$ cat src/verilog/narrow_fifo_pkg.sv
package narrow_fifo_pkg;

  // width of one stored word as it arrives on the input side
  localparam int WORD_W = 64;

  // width of one slice handed to the sink per yumi
  localparam int SLICE_W = 16;

  // number of slices that make up one word
  // the word width divides evenly, so no padding slice exists
  localparam int BEATS = WORD_W / SLICE_W;

  // the beat counter only has to reach BEATS-1
  localparam int BEAT_CNT_W = $clog2(BEATS);

  // one narrow output slice
  typedef logic [SLICE_W-1:0] slice_t;

  // one stored word seen two ways
  // the input port and the memory move it around as a flat vector,
  // while the output side picks it apart one slice at a time
  // beats[0] lands on bits[SLICE_W-1:0], so slices go out lsb first
  typedef union packed
  {
    logic [WORD_W-1:0] bits;
    slice_t [BEATS-1:0] beats;
  } word_u;

endpackage

$ cat src/verilog/beat_counter.sv
module beat_counter
  import narrow_fifo_pkg::*;
(
  input  logic   clk_i,
  input  logic   reset_i,
  input  word_u  word_i,
  input  logic   yumi_i,
  output logic   deq_o,
  output slice_t slice_o
);

  // index of the slice currently offered to the sink
  logic [BEAT_CNT_W-1:0] count_r;
  logic [BEAT_CNT_W-1:0] count_n;

  // the current slice is the final one of its word
  logic                  last_beat;

  assign last_beat = (count_r == BEAT_CNT_W'(BEATS - 1));

  // advance once per consumed slice
  // the wrap is spelled out so the count never depends on BEATS being a power of two
  always_comb
  begin
    count_n = count_r;
    if (yumi_i)
    begin
      if (last_beat)
      begin
        count_n = '0;
      end
      else
      begin
        count_n = count_r + 1'b1;
      end
    end
  end

  always_ff @(posedge clk_i)
  begin
    if (reset_i)
    begin
      count_r <= '0;
    end
    else
    begin
      count_r <= count_n;
    end
  end

  // beats[0] is the least significant slice, so counting up walks lsb to msb
  assign slice_o = word_i.beats[count_r];

  // the word is handed back on the same cycle its last slice is taken,
  // so the next word can be read out on that edge
  assign deq_o   = yumi_i & last_beat;

endmodule

$ cat src/verilog/fifo_tracker.sv
module fifo_tracker
#(
  parameter int depth_p = 8
)
(
  input  logic                       clk_i,
  input  logic                       reset_i,
  input  logic                       v_i,
  input  logic                       deq_i,
  output logic                       ready_o,
  output logic                       v_o,
  output logic                       wr_en_o,
  output logic [$clog2(depth_p)-1:0] wptr_o,
  output logic [$clog2(depth_p)-1:0] rptr_next_o
);

  localparam int ptr_w_lp = $clog2(depth_p);

  logic [ptr_w_lp-1:0] wptr_r;
  logic [ptr_w_lp-1:0] rptr_r;
  logic [ptr_w_lp-1:0] rptr_n;
  logic                last_enq_r;
  logic                equal_ptrs;
  logic                full;
  logic                empty;
  logic                enq;

  // step a pointer by one slot, wrapping at depth_p
  // depth_p need not be a power of two, so the wrap is an explicit compare
  function automatic logic [ptr_w_lp-1:0] ptr_inc(input logic [ptr_w_lp-1:0] ptr);
    return (ptr == ptr_w_lp'(depth_p - 1)) ? '0 : ptr + 1'b1;
  endfunction

  // an accepted word is a write into the store
  assign enq = v_i & ~full;

  // the read pointer is also needed one cycle early by the synchronous store
  assign rptr_n = deq_i ? ptr_inc(rptr_r) : rptr_r;

  always_ff @(posedge clk_i)
  begin
    if (reset_i)
    begin
      wptr_r     <= '0;
      rptr_r     <= '0;
      // reset counts as a dequeue, so equal pointers read as empty
      last_enq_r <= 1'b0;
    end
    else
    begin
      if (enq)
      begin
        wptr_r <= ptr_inc(wptr_r);
      end
      rptr_r <= rptr_n;
      // a simultaneous enqueue and dequeue never leaves the pointers equal,
      // so only a lone operation has to be remembered
      if (enq ^ deq_i)
      begin
        last_enq_r <= enq;
      end
    end
  end

  // equal pointers mean either no word or depth_p words and the last op decides
  assign equal_ptrs  = (wptr_r == rptr_r);
  assign full        = equal_ptrs & last_enq_r;
  assign empty       = equal_ptrs & ~last_enq_r;

  assign ready_o     = ~full;
  assign v_o         = ~empty;
  assign wr_en_o     = enq;
  assign wptr_o      = wptr_r;
  assign rptr_next_o = rptr_n;

endmodule

$ cat src/verilog/narrowed_fifo.sv
module narrowed_fifo
  import narrow_fifo_pkg::*;
#(
  parameter int depth_p = 8
)
(
  input  logic   clk_i,
  input  logic   reset_i,
  input  logic   v_i,
  input  word_u  data_i,
  output logic   ready_o,
  output logic   v_o,
  output slice_t data_o,
  input  logic   yumi_i
);

  localparam int ptr_w_lp = $clog2(depth_p);

  // tracker to store
  logic                wr_en;
  logic [ptr_w_lp-1:0] wptr;
  logic [ptr_w_lp-1:0] rptr_next;

  // store to beat counter carries the word at the head of the FIFO
  word_u               head_word;

  // beat counter back to tracker signals that the head word has been fully sent
  logic                deq;

  // pointers and full/empty, which also give the handshake outputs
  fifo_tracker #(
    .depth_p     (depth_p)
  ) tracker0 (
    .clk_i       (clk_i),
    .reset_i     (reset_i),
    .v_i         (v_i),
    .deq_i       (deq),
    .ready_o     (ready_o),
    .v_o         (v_o),
    .wr_en_o     (wr_en),
    .wptr_o      (wptr),
    .rptr_next_o (rptr_next)
  );

  // reads one edge ahead so the head word is ready when v_o rises
  word_store #(
    .depth_p   (depth_p)
  ) store0 (
    .clk_i     (clk_i),
    .wr_en_i   (wr_en),
    .wr_addr_i (wptr),
    .wr_data_i (data_i),
    .rd_addr_i (rptr_next),
    .word_o    (head_word)
  );

  // cuts the head word into slices and releases it after the last one
  beat_counter counter0 (
    .clk_i   (clk_i),
    .reset_i (reset_i),
    .word_i  (head_word),
    .yumi_i  (yumi_i),
    .deq_o   (deq),
    .slice_o (data_o)
  );

endmodule

$ cat src/verilog/word_store.sv
module word_store
  import narrow_fifo_pkg::*;
#(
  parameter int depth_p = 8
)
(
  input  logic                       clk_i,
  input  logic                       wr_en_i,
  input  logic [$clog2(depth_p)-1:0] wr_addr_i,
  input  word_u                      wr_data_i,
  input  logic [$clog2(depth_p)-1:0] rd_addr_i,
  output word_u                      word_o
);

  localparam int ptr_w_lp = $clog2(depth_p);

  // the word slots themselves
  word_u               mem [depth_p];

  // read address as sampled on the last edge
  logic [ptr_w_lp-1:0] rd_addr_r;

  // copy of a word that was written to the slot being read
  word_u               bypass_r;

  // set when this edge writes the slot that is read on the same edge
  logic                same_addr_n;
  logic                same_addr_r;

  // a write and a read of the same slot on one edge would rely on the
  // read-during-write behavior of the array, so that case goes around it
  assign same_addr_n = wr_en_i & (wr_addr_i == rd_addr_i);

  always_ff @(posedge clk_i)
  begin
    if (wr_en_i)
    begin
      mem[wr_addr_i] <= wr_data_i;
    end
  end

  // the array read is skipped on a collision
  // the old address is kept, but its data is never selected
  always_ff @(posedge clk_i)
  begin
    if (!same_addr_n)
    begin
      rd_addr_r <= rd_addr_i;
    end
  end

  // the incoming word is captured here instead and shows up one cycle later,
  // which is the same latency as a normal array read
  always_ff @(posedge clk_i)
  begin
    if (same_addr_n)
    begin
      bypass_r <= wr_data_i;
    end
    same_addr_r <= same_addr_n;
  end

  // this mostly happens when a word goes into an empty FIFO
  assign word_o = same_addr_r ? bypass_r : mem[rd_addr_r];

endmodule
$ cat config.mk
export PLATFORM = sky130hd
export DESIGN_NAME = narrowed_fifo
export DESIGN_NICKNAME = d
export VERILOG_FILES = /design/src/verilog/narrow_fifo_pkg.sv /design/src/verilog/beat_counter.sv /design/src/verilog/fifo_tracker.sv /design/src/verilog/narrowed_fifo.sv /design/src/verilog/word_store.sv
export SDC_FILE = /design/constraint.sdc
export NUM_CORES = 1
export LEC_CHECK = 0
export BUFFER_PORTS_ARGS = -buffer_cell sky130_fd_sc_hd__buf_2
export CAP_MARGIN = 20
export CORE_ASPECT_RATIO = 1.5
export CORE_MARGIN = 8
export CORE_UTILIZATION = 55
export DETAILED_ROUTE_END_ITERATION = 7
export PLACE_DENSITY_LB_ADDON = 0.08
export SLEW_MARGIN = 20
export SYNTH_ARGS = -nofsm -noshare
export SYNTH_HDL_FRONTEND = slang
export SYNTH_HIERARCHICAL = 1
export SYNTH_SLANG_ARGS = --single-unit
$ cat constraint.sdc
create_clock -name clk_i -period 5.5 [get_ports clk_i]
set_input_delay 0.55 -clock clk_i [delete_from_list [all_inputs] [get_ports clk_i]]
set_output_delay 0.55 -clock clk_i [all_outputs]
set_load 0.01 [all_outputs]
# [Word-level counts from Yosys, hierarchy flattened]
# Memories as Yosys holds them, arrays and structs flattened. A register that Yosys moved wholly into a read port is not among the register bits.
# Cells that the tools add are included.
[totals] register_bits=77 latch_bits=0 mem_bits_rw=512 rom_bits=0 out_inout_bits=18 elab_cells=36 n_memories=1
[memory_table] memory="store0.mem" words=8 width=64 rd=1 rd_clocked_by_memory_dff=1 wr=1 line_no="word_store.sv:18" text="word_u mem [depth_p];"
[op_classes] addsub=3 mul=0 div_mod_pow=0 magnitude_cmp=1 eq_ne=5 n_shift=0 muxes=10 bitwise=9 reduce_logical=0
[op_table] cell="$mux 64" n=1
[op_table] cell="$bmux 16 s2" n=1
[op_table] cell="$mux 16" n=1
[op_table] cell="$mux 3" n=4
[op_table] cell="$add 3x1->3 const B" n=2
[op_table] cell="$eq 3x3->1" n=2
[op_table] cell="$eq 3x3->1 const B" n=2
[op_table] cell="$and 1x1->1" n=5
[op_table] cell="$lt 2x3->1 const B" n=1
[op_table] cell="$not 1->1" n=3
[op_table] cell="$add 2x1->2 const B" n=1
[op_table] cell="$eq 2x2->1 const B" n=1
[op_table] cell="$mux 1" n=2
[op_table] cell="$mux 2" n=1
[op_table] cell="$xor 1x1->1" n=1

# [Depth between registers and ports, before layout]
# Gate-level depths: netlist of the first run.
[logic_depth] word_depth=6 depth_mapped=7 depth_no_buf=7

# [Hierarchy]
# Netlist of the first run, hierarchy kept.
[modules_own_cells] mod="word_store" instances=1 cells_per_inst=1194 area_each_um2=22865.7 seq_area_each_um2=17466.8
[modules_own_cells] mod="beat_counter" instances=1 cells_per_inst=29 area_each_um2=529.3 seq_area_each_um2=40.0
[modules_own_cells] mod="fifo_tracker" instances=1 cells_per_inst=39 area_each_um2=409.1 seq_area_each_um2=140.1

# [Least setup slack after synthesis of the first run]
# Ideal clock, no wire load.
[synth_timing] path_type="register to register" start="reg tracker0.wptr_r[0] (netlist: tracker0/wptr_o[0])" end="mem store0/mem[4][0] in the netlist's numbering (enable)" setup_time_ps=565 arrival_ps=5417 required_ps=4935 setup_slack_ps=-482 path_stages_with_launch=5 n_path_buf=0 synth_period_minus_slack_ps=5982 path_cell_list="dfxtp_1 xor2_1 o41a_4 nand2_1 nor3_1"
[synth_via] elab_chain_cells=6
[synth_rtl] element="start, declared" line_no="fifo_tracker.sv:19" text="logic [ptr_w_lp-1:0] wptr_r;"
[synth_rtl] element="start signal, assigned" line_no="fifo_tracker.sv:53" text="wptr_r <= ptr_inc(wptr_r);"
[synth_rtl] element="$eq 3x3->1" line_no="fifo_tracker.sv:66" text="assign equal_ptrs = (wptr_r == rptr_r);"
[synth_rtl] element="$and 1x1->1" line_no="fifo_tracker.sv:67" text="assign full = equal_ptrs & last_enq_r;"
[synth_rtl] element="$not 1->1" line_no="fifo_tracker.sv:35" text="assign enq = v_i & ~full;"
[synth_rtl] element="$and 1x1->1" line_no="fifo_tracker.sv:35"
[synth_rtl] element="via wr_en" line_no="narrowed_fifo.sv:20" text="logic wr_en;"
[synth_rtl] element="$mux 1" line_no="word_store.sv:36" text="if (wr_en_i)"
[synth_rtl] element="$mux 1 (implied by the code)" line_no="word_store.sv:38" text="mem[wr_addr_i] <= wr_data_i;"
[synth_rtl] element="end, declared" line_no="word_store.sv:18"
# The timed path passes the listed nets, and every way through them passes these cells.

==> summary.txt, run 1 <==
Worst setup path
  • WP data arrival: about 3.4 ns
  • CP endpoint kind: output port
  • Worst-path maximum fanout: 74
  • Crit path largest cell delay: 0.82 ns
  • CP Launch Type: flop
  • CP top delay family: multiplexers
  • Critical-path cell list: buf_12 > mux2_2 > o22ai_1 > o31ai_2 > mux4_1 > buf_2
  • Slowest-stage cell, CP: dfxtp_4
  • Required time of the critical path: a little under 5 ns
  • CP Class: flop to output port
  • Critical path buffer and inverter count: 2

Synth
  • Area leader, netlist: edfxtp_1
  • Largest cells by area after synthesis: edfxtp_1 (73%), mux2_2 (6.2%), mux2i_1 (5.5%), o31ai_2 (3.4%), a22o_1 (2.4%)
  • Synth cell types: 39
  • Post-synthesis async set-or-reset flop share: 0%
  • Synth Warn #: 6
  • Mean Syn Cell Area: ~19 um2
  • Post-synth top flop: edfxtp_1
  • Flops & latches, synth: between 500 and 600
  • Synthesized netlist cell count: around 1.3k
  • Post-synth EDFFs: between 500 and 600
  • Register area share after synthesis: around 74%
  • Yosys top cell area share: about three quarters
  • Mapped Nets: 1,335
  • Cell Area, Synth: 23,800 um2

Floorplanning
  • IO Pins: 86
  • Initial Utilization: 55.6%
  • Num rows: 93
  • Core area: roughly 43,000 um2
  • Chip width: ~190 um
  • Die ar.: around 50,000 um2
  • Die Span Y: 271 um

Clock tree
  • Post-CTS setup buffers: 0
  • Worst-case clock buffer depth: 3
  • Clock Sinks: 592
  • Root buffer cell: clkbuf_16
  • Clock Latency Late Sink: 0.58 ns
  • Hold buffer count at cts: 0
  • Post-CTS sizing: 0
  • CTS H-Tree Depth: 2
  • Clock-pin slew of the registers on the worst-case setup and hold paths: approximately 0.060 ns
  • Cts bufs inserted: 53
  • CTS tree: yes

Worst hold path
  • Worst min path class: input pin to flop

Drt
  • Initial DRC count: approximately 680
  • Via count: 11.8k
  • Final ANT Viol Nets: 0
  • Routed WL per cell: ~26 um
  • # DRC: 0
  • Vias per inst: approximately 5.9
  • 1st-pass router iterations: 5
  • Post-Route WL: between 50 and 60 mm

Finish
  • Number of nets in the layout: ~1.4k
  • Area growth syn-to-layout: 11.0%
  • Layout cells sized above 1: 29.4%
  • Non-filler cells, final: between 1.5k and 2k

Global route
  • Initial antenna violation count: 13
  • Largest net degree at the start of global routing: 75
  • Total congestion overflow: 0
  • Global-route usage over all layers: between 20% and 30%
  • Vias in the first global route: 12.3k
  • Global-route wire length before repair: 77.4 mm

Place
  • Placer Congestion: 0.729
  • Post-Place Cells: between 1.5k and 2k
  • # port buffers: 85
  • Post-DP HPWL: around 28 mm

Timing
  • Actual slew at the worst max-slew pin: roughly 1.1 ns
  • Final setup fails: 0
  • F_max: between 200 and 300 MHz
  • Worst Skew: around 0.013 ns
  • Final hold viol count: 0
  • Fin crit period: between 3 and 4 ns
  • Slew Viols, Final: 0
  • Final period util: just over 70%
  • Unrepaired setup endpoints after global routing: false
  • Max-slew headroom: 26.3%

Pwr
  • Power after layout: slightly below 10,000 uW
  • Power per cell area: around 370 nW/um2
  • Leak Pwr: roughly 0.0086 uW
  • Peak supply drop: ~0.28 mV

Job
  • Max-cap violations: 0

Run status
  • Status: completed
## stage by stage
step	setup TNS (ns)	cell area [um2]	util [%]	hold WS [ns]	setup WS (ns)
detailed placement	0	24800	57.8	0.478	2.10
CTS	0	26400	61.6	0.218	1.48
floorplan	-61.60	23800	-	0.449	-0.482
finish	0	26400	61.7	0.244	1.52
global route	0	26400	61.6	0.243	1.40
global placement	0	24800	57.8	0.478	2.11
## synthesized netlist by cell type (2+ instances only)
| cell | count |
|---|---|
| inv_1 | 6 |
| xor2_1 | 3 |
| buf_1 | 6 |
| buf_6 | 17 |
| mux4_1 | 8 |
| buf_4 | 6 |
| buf_12 | 7 |
| mux2_2 | 132 |
| clkbuf_1 | 31 |
| edfxtp_1 | 579 |
| nor3_1 | 4 |
| nand2_1 | 70 |
| nand4_1 | 2 |
| mux2i_1 | 131 |
| dfxtp_1 | 13 |
| or2b_1 | 2 |
| o22ai_1 | 64 |
| mux4_2 | 8 |
| xnor2_1 | 3 |
| nor2_1 | 8 |
| o31ai_2 | 64 |
| a22o_1 | 64 |
| nor2b_1 | 5 |
| ha_1 | 5 |
| buf_2 | 6 |
| nand2b_1 | 5 |
## worst register-to-register path, stage by stage, from the launching register on
cell	delay (ns)
dfxtp_1	0.57
xor2_1	0.32
o41a_4	0.26
nand2_1	0.24
nor3_2	0.78
buf_4	0.70
## cell type report
type | count | area [um2]
clock buffer | 62 | 1400
tap | 570 | 713
multi-input combinational | 591 | 5670
sequential | 592 | 17700
clock inverter | 35 | 223
inverter | 6 | 23.8
timing repair buffer | 116 | 708
fill | 3199 | 16400
antenna | 8 | 20.0
## layout by cell type, fill, tap and decap left out, types with 3 or more instances in the layout
master and n:
edfxtp_1 579, mux2_2 132, mux2i_1 131, buf_2 85, nand2_1 69, a22o_1 64, o22ai_1 64, o31ai_2 64
clkbuf_16 55, buf_4 27, clkinv_1 17, clkinv_2 12, dfxtp_1 11, diode_2 8, mux4_2 8, mux4_1 8
clkbuf_1 7, nor2_4 7, ha_1 5, inv_1 5, clkinv_4 4, nand2b_1 4, buf_12 4, nor2b_1 4
xnor2_1 3, xor2_1 3
## report_power, final
group	total, uW	internal (uW)	switching [uW]
sequential	5200	5130	67.7
combinational	1070	440	626
clock	3470	1910	1550
## registers in the layout (all words and copies together), names as in the netlist, named ones only
register / cells
store0/mem: 512
store0/bypass_r: 64
store0/rd_addr_r: 3
tracker0/rptr_r: 3
tracker0/wptr_o: 3
counter0/count_r: 2
store0/same_addr_r: 1
tracker0/last_enq_r: 1
## kinds of logic (layout without fill, tap and decap cells)
logic type,count (synthesis),after routing,synth area share [%]
other,0,8,0
muxes,280,280,13.5
and+or+nand+nor,100,100,1.82
DFF,592,592,74.1
adders and majority gates,5,5,0.263
xor gates and xnor gates,6,6,0.221
buffers and inverters,79,219,2.39
AOI/OAI and AO/OA,200,200,7.72
## worst paths after layout
kind / from / endpoint / slack (ns) / cells after the start
max: flop / data_o[1] / 1.52 / 6
min: data_i[44] / store0/mem[5][44] / 0.24 / 1
max reg2reg: tracker0/wptr_o[0] / store0/mem[4][33] / 2.24 / 5
min reg2reg: store0/rd_addr_r[0] / flop / 0.49 / 1
## per-layer routing
layer | up-vias | wire, um | GRT usage, %
met3 | 77 | 2410 | 3.52
met4 | 4 | 1110 | 5.32
met5 | - | 27 | 0
met2 | 232 | 26700 | 36.0
li1 | 5315 | - | -
met1 | 6150 | 21300 | 26.6
Note: power is estimated with default switching activity, not from simulation.
==> inputs of run 2 (changes only) <==
clock period = 3.6 ns   (was 5.5 ns; I/O delays follow)
==> run 2 against run 1 <==
Compared with the run above:
- total power is 55% higher
- global-route usage is essentially flat
- clock power up 57%
- critical path type unchanged
==> summary.txt, run 2 (same netlist as run 1, synthesis figures left out) <==
Worst hold path
  • Hold path start: data_i[52]
  • Worst min path class: input pin to flop
  • Worst hold stages: 1

Drt
  • Final ANT Viol Nets: 0
  • 1st-pass router iterations: 4
  • Via count: about 12k
  • Vias per inst: 5.95
  • Initial DRC count: about 730
  • Post-Route WL: just over 50 mm
  • # DRC: 0
  • Routed WL per cell: 26.0 um

Finish
  • Non-filler cells, final: around 2.0k
  • Layout cells sized above 1: 29.8%
  • Commonest non-fill, non-tap cell in the layout: edfxtp_1
  • Fillers: roughly 3.1k
  • Area growth syn-to-layout: 12.3%
  • Largest reg by FF count: store0/mem
  • Most frequent cells in the layout: edfxtp_1 (579), mux2_2 (132), mux2i_1 (131)
  • Top flop regs: store0/mem: 512 flops, store0/bypass_r: 64 flops
  • Number of nets in the layout: about 1.4k
  • Largest register FFs: slightly above 500

Timing
  • Max-slew headroom: 49.8%
  • Final setup fails: 0
  • Final hold viol count: 0
  • Fin crit period: roughly 3.3 ns
  • Actual slew at the worst max-slew pin: roughly 0.75 ns
  • Unrepaired setup endpoints after global routing: false
  • Worst Skew: 0.0170 ns
  • Setup TNS: 0 ns
  • Slew Viols, Final: 0
  • F_max: 299 MHz
  • Final period util: between 90 and 100%
  • Worst setup margin: 0.256 ns

Clock tree
  • Clock-pin slew of the registers on the worst-case setup and hold paths: 0.06 ns
  • Clock Sinks: just under 600
  • CTS H-Tree Depth: 2
  • Worst-case clock buffer depth: 3
  • Hold buffer count at cts: 0
  • Clock Latency Late Sink: 0.57 ns
  • Cts bufs inserted: between 50 and 60
  • CTS tree: yes
  • Root buffer cell: clkbuf_16
  • Post-CTS sizing: 0
  • Post-CTS setup buffers: 0

Worst setup path
  • Required time of the critical path: 3.24 ns
  • Worst R2R Start: counter0/count_r[1]
  • Worst-path maximum fanout: 29
  • CP Launch Type: flop
  • CP endpoint kind: output port
  • FF-to-FF path depth: 7
  • WP data arrival: around 3.0 ns
  • CP Class: flop to output port

Pwr
  • Sequential Power Share: 52.6%
  • Internal power: around 12,000 uW
  • Peak supply drop: approximately 0.4 mV
  • Sw Share: between 20% and 30%
  • Power per cell area: 564 nW/um2
  • Psw: 3420 uW
  • Comb pwr share: between 10% and 20%
  • Leak Pwr: ~0.0087 uW
  • Clock power share: a little over a third

Job
  • Max-cap violations: 0

Place
  • Place WS: around 0.63 ns
  • # port buffers: 85
  • Post-DP HPWL: approximately 28 mm
  • Placer Congestion: 0.752
  • Post-Place Cells: ~1.9k

Floorplanning
  • Die Span Y: ~270 um
  • Initial Utilization: about 56%
  • Num rows: 93
  • Die ar.: just over 50,000 um2
  • Core area: about 43,000 um2
  • IO Pins: 86
  • Chip width: 186 um

Global route
  • Global-route wire length before repair: 77.0 mm
  • Total congestion overflow: 0
  • Largest net degree at the start of global routing: 65
  • Global-route usage over all layers: 20.7%
  • Initial antenna violation count: 11
  • Vias in the first global route: about 12k

Run status
  • Status: completed
## run 2: power by group through the flow
stage                     combinational (uW)  clock [uW]  sequential, uW
after global placement                  1690           0            8080
after CTS                               1720        5560            7940
after global routing                    1810        5800            7960
after detailed placement                1710           0            8090
final                                   1690        5460            7940
after floorplan                         1160           0            8040
## run 2: metrics by stage
step | hold WS, ns | cell area [um2] | util, % | total power [uW]
2_1_floorplan | 0.422 | 23800 | - | 9200
3_3_place_gp | 0.477 | 25000 | 58.5 | 9770
3_5_place_dp | 0.466 | 25000 | 58.5 | 9800
4_1_cts | 0.0382 | 26700 | 62.4 | 15200
5_1_grt | 0.0537 | 26700 | 62.4 | 15600
6_report | 0.0716 | 26700 | 62.4 | 15100
## run 2: layer usage
metal	part of all wire [%]	global-route usage, %	vias to the layer above	wire length [um]
met1	42	27.2	6108	21800
met3	4.5	3.38	103	2340
met2	50	34.8	247	25900
met4	2.8	6.51	6	1460
met5	0.078	0	-	40
li1	-	-	5317	-
## run 2: path summary, 6_finish.rpt
kind	end	slack, ns
setup / recovery	data_o[1]	0.26
hold / removal	store0/bypass_r[52]	0.07
setup reg to reg	store0/bypass_r[54]	0.61
hold reg to reg	flop	0.48
## run 2: cell type report
class / instances / area (um2) / area share, %
repair buffers: 120 / 976 / 3.65
flip-flops and latches: 592 / 17700 / 66.0
multi-input cells: 591 / 5680 / 21.3
clock inverters: 29 / 290 / 1.09
inverters: 6 / 23.8 / 0.0889
clock buffers: 65 / 1370 / 5.13
well taps: 570 / 713 / 2.67
diodes: 8 / 20.0 / 0.0749
## run 2: critical path, cell delays in order, from the launching register on
cell,delay [ns]
dfxtp_1,0.52
nand2_2,0.41
buf_12,0.33
o22ai_1,0.21
o31ai_2,0.10
mux4_1,0.64
buf_2,0.19
==> inputs of run 3 (changes only) <==
CORE_UTILIZATION = 45   (was 55)
MAX_ROUTING_LAYER = met4   (was not set)
==> run 3 against run 2 <==
Compared with the run above:
- non-clock buffer count is 14 higher
- register-to-register slack gained 0.25 ns
- highest routed layer is now met4
- worst setup slack got worse by 0.022 ns
- sequential cell count did not move
- clock power increased by 3%
- largest power group unchanged
- hold slack worse by 0.015 ns
- sequential share of layout area shrank 0.57 points
- via count increased by 0.65%
- clock skew rose by 0.0041 ns
- core utilization is 11 points lower
- critical path depth unchanged
- clock-buffer cell count rose by 2
==> summary.txt, run 3 (same netlist as run 1, synthesis figures left out) <==
Pwr
  • Leak Pwr: just under 0.009 uW
  • Power after layout: approximately 15,000 uW
  • Power per cell area: about 570 nW/um2
  • Peak supply drop: roughly 0.4 mV

Timing
  • F_max: ~300 MHz
  • Worst Skew: ~0.021 ns
  • Actual slew at the worst max-slew pin: between 0.7 and 0.8 ns
  • Setup TNS: 0 ns
  • Max-slew headroom: between 50 and 60%
  • Final period util: between 90% and 100%
  • Unrepaired setup endpoints after global routing: false
  • Final hold viol count: 0
  • Fin crit period: between 3 and 4 ns
  • Final setup fails: 0
  • Slew Viols, Final: 0

Floorplanning
  • Chip width: 204 um
  • Die Span Y: 298 um
  • IO Pins: between 80 and 90
  • Core area: 52,500 um2
  • Initial Utilization: between 40% and 50%
  • Num rows: 103
  • Die ar.: approximately 61,000 um2

Global route
  • Initial antenna violation count: 14
  • Total congestion overflow: 0
  • Vias in the first global route: between 10k and 15k
  • Largest net degree at the start of global routing: 65
  • Global-route usage over all layers: 18.9%
  • Global-route wire length before repair: 83.0 mm

Clock tree
  • Hold buffer count at cts: 0
  • Post-CTS setup buffers: 0
  • Worst-case clock buffer depth: 3
  • CTS H-Tree Depth: 2
  • Post-CTS sizing: 0
  • Root buffer cell: clkbuf_16
  • Clock Sinks: a little under 600
  • Clock-pin slew of the registers on the worst-case setup and hold paths: roughly 0.06 ns
  • Clock Latency Late Sink: roughly 0.59 ns
  • CTS tree: yes
  • Cts bufs inserted: 55

Finish
  • Area growth syn-to-layout: 13.3%
  • Top flop regs: store0/mem: 512 flops, store0/bypass_r: 64 flops
  • Commonest non-fill, non-tap cell in the layout: edfxtp_1
  • Number of nets in the layout: about 1.5k
  • Largest register FFs: a little over 500
  • Fillers: between 4k and 5k
  • Final core utilization: ~50%
  • Largest reg by FF count: store0/mem
  • Layout cells sized above 1: a little under a third
  • Most frequent cells in the layout: edfxtp_1 (579), mux2_2 (132), mux2i_1 (131)

Worst setup path
  • CP Class: flop to output port
  • Slowest-stage cell, CP: nor2b_4
  • Critical-path cell list: nor2b_4 > buf_4 > a22o_1 > o31ai_2 > mux4_2 > buf_2
  • Crit path largest cell delay: about 0.57 ns
  • CP Launch Type: flop
  • Required time of the critical path: 3.24 ns
  • Worst-path maximum fanout: 13
  • CP endpoint kind: output port
  • WP data arrival: about 3 ns

Drt
  • Initial DRC count: 566
  • # DRC: 0
  • Vias per inst: roughly 5.6
  • Post-Route WL: approximately 56 mm
  • 1st-pass router iterations: 5
  • Final ANT Viol Nets: 0
  • Routed WL per cell: between 20 and 30 um
  • Via count: 11.9k

Place
  • Placer Congestion: about 0.70
  • # port buffers: 85
  • Post-DP HPWL: ~32 mm

Job
  • Max-cap violations: 0

Run status
  • Status: completed

Worst hold path
  • Worst min path class: input pin to flop
## run 3: cell types whose count changed in the layout (fill, tap and decap cells not counted), moves of 2 or more
cell and change:
clkinv_4 +2, clkinv_1 +8, clkbuf_16 +3, diode_2 -3
buf_4 +20, bufinv_16 -2, clkinv_2 -4, buf_12 -6
## run 3: layout make-up
| type | count | area (um2) | share of cell area [%] |
|---|---|---|---|
| Sequential cell | 592 | 17700 | 65.5 |
| Multi-Input combinational cell | 591 | 5690 | 21.1 |
| Clock buffer | 67 | 1440 | 5.35 |
| Timing Repair Buffer | 134 | 1010 | 3.73 |
| Tap cell | 682 | 853 | 3.16 |
| Clock inverter | 35 | 283 | 1.05 |
| Inverter | 6 | 23.8 | 0.0882 |
| Antenna cell | 5 | 12.5 | 0.0464 |
## run 3: critical path: cells and delay by family (launching register included)
family | cells | cell delay (ns)
buf+inv | 2 | 0.49
simple gates | 1 | 0.57
flops | 1 | 0.47
compound gates | 2 | 0.31
mux | 1 | 0.56
## run 3: per-layer routing
metal	vias up	global-route usage [%]	routed length, um
met1	6206	22.9	23500
met2	211	32.9	29400
met5	-	-	0
li1	5355	-	-
met3	85	2.76	2080
met4	0	5.00	1210
## run 3: final timing paths
kind,startpoint,to,slack (ns),depth (start not counted)
max,flop,data_o[7],0.23,6
min,data_i[27],store0/mem[6][27],0.06,1
max reg2reg,tracker0/wptr_o[1],store0/mem[2][57],0.86,5
min reg2reg,store0/rd_addr_r[2],flop,0.48,1
## run 3: stage by stage
stage | hold WS, ns | cell area [um2] | cells | worst slack (ns)
final | 0.0565 | 27000 | 2112 | 0.234
after global routing | 0.0461 | 27000 | 2111 | 0.119
after CTS | 0.0249 | 26900 | 2107 | 0.107
after detailed placement | 0.465 | 25200 | 2005 | 0.750
after global placement | 0.463 | 25200 | 2005 | 0.745
after floorplan | 0.422 | 23800 | 1262 | -0.695
## run 3: power by group
group          total (uW)  internal, uW  switching [uW]  leakage (uW)
sequential           7940          7830             107       0.00538
clock                5600          3130            2460      0.000850
combinational        1740           724            1020       0.00254
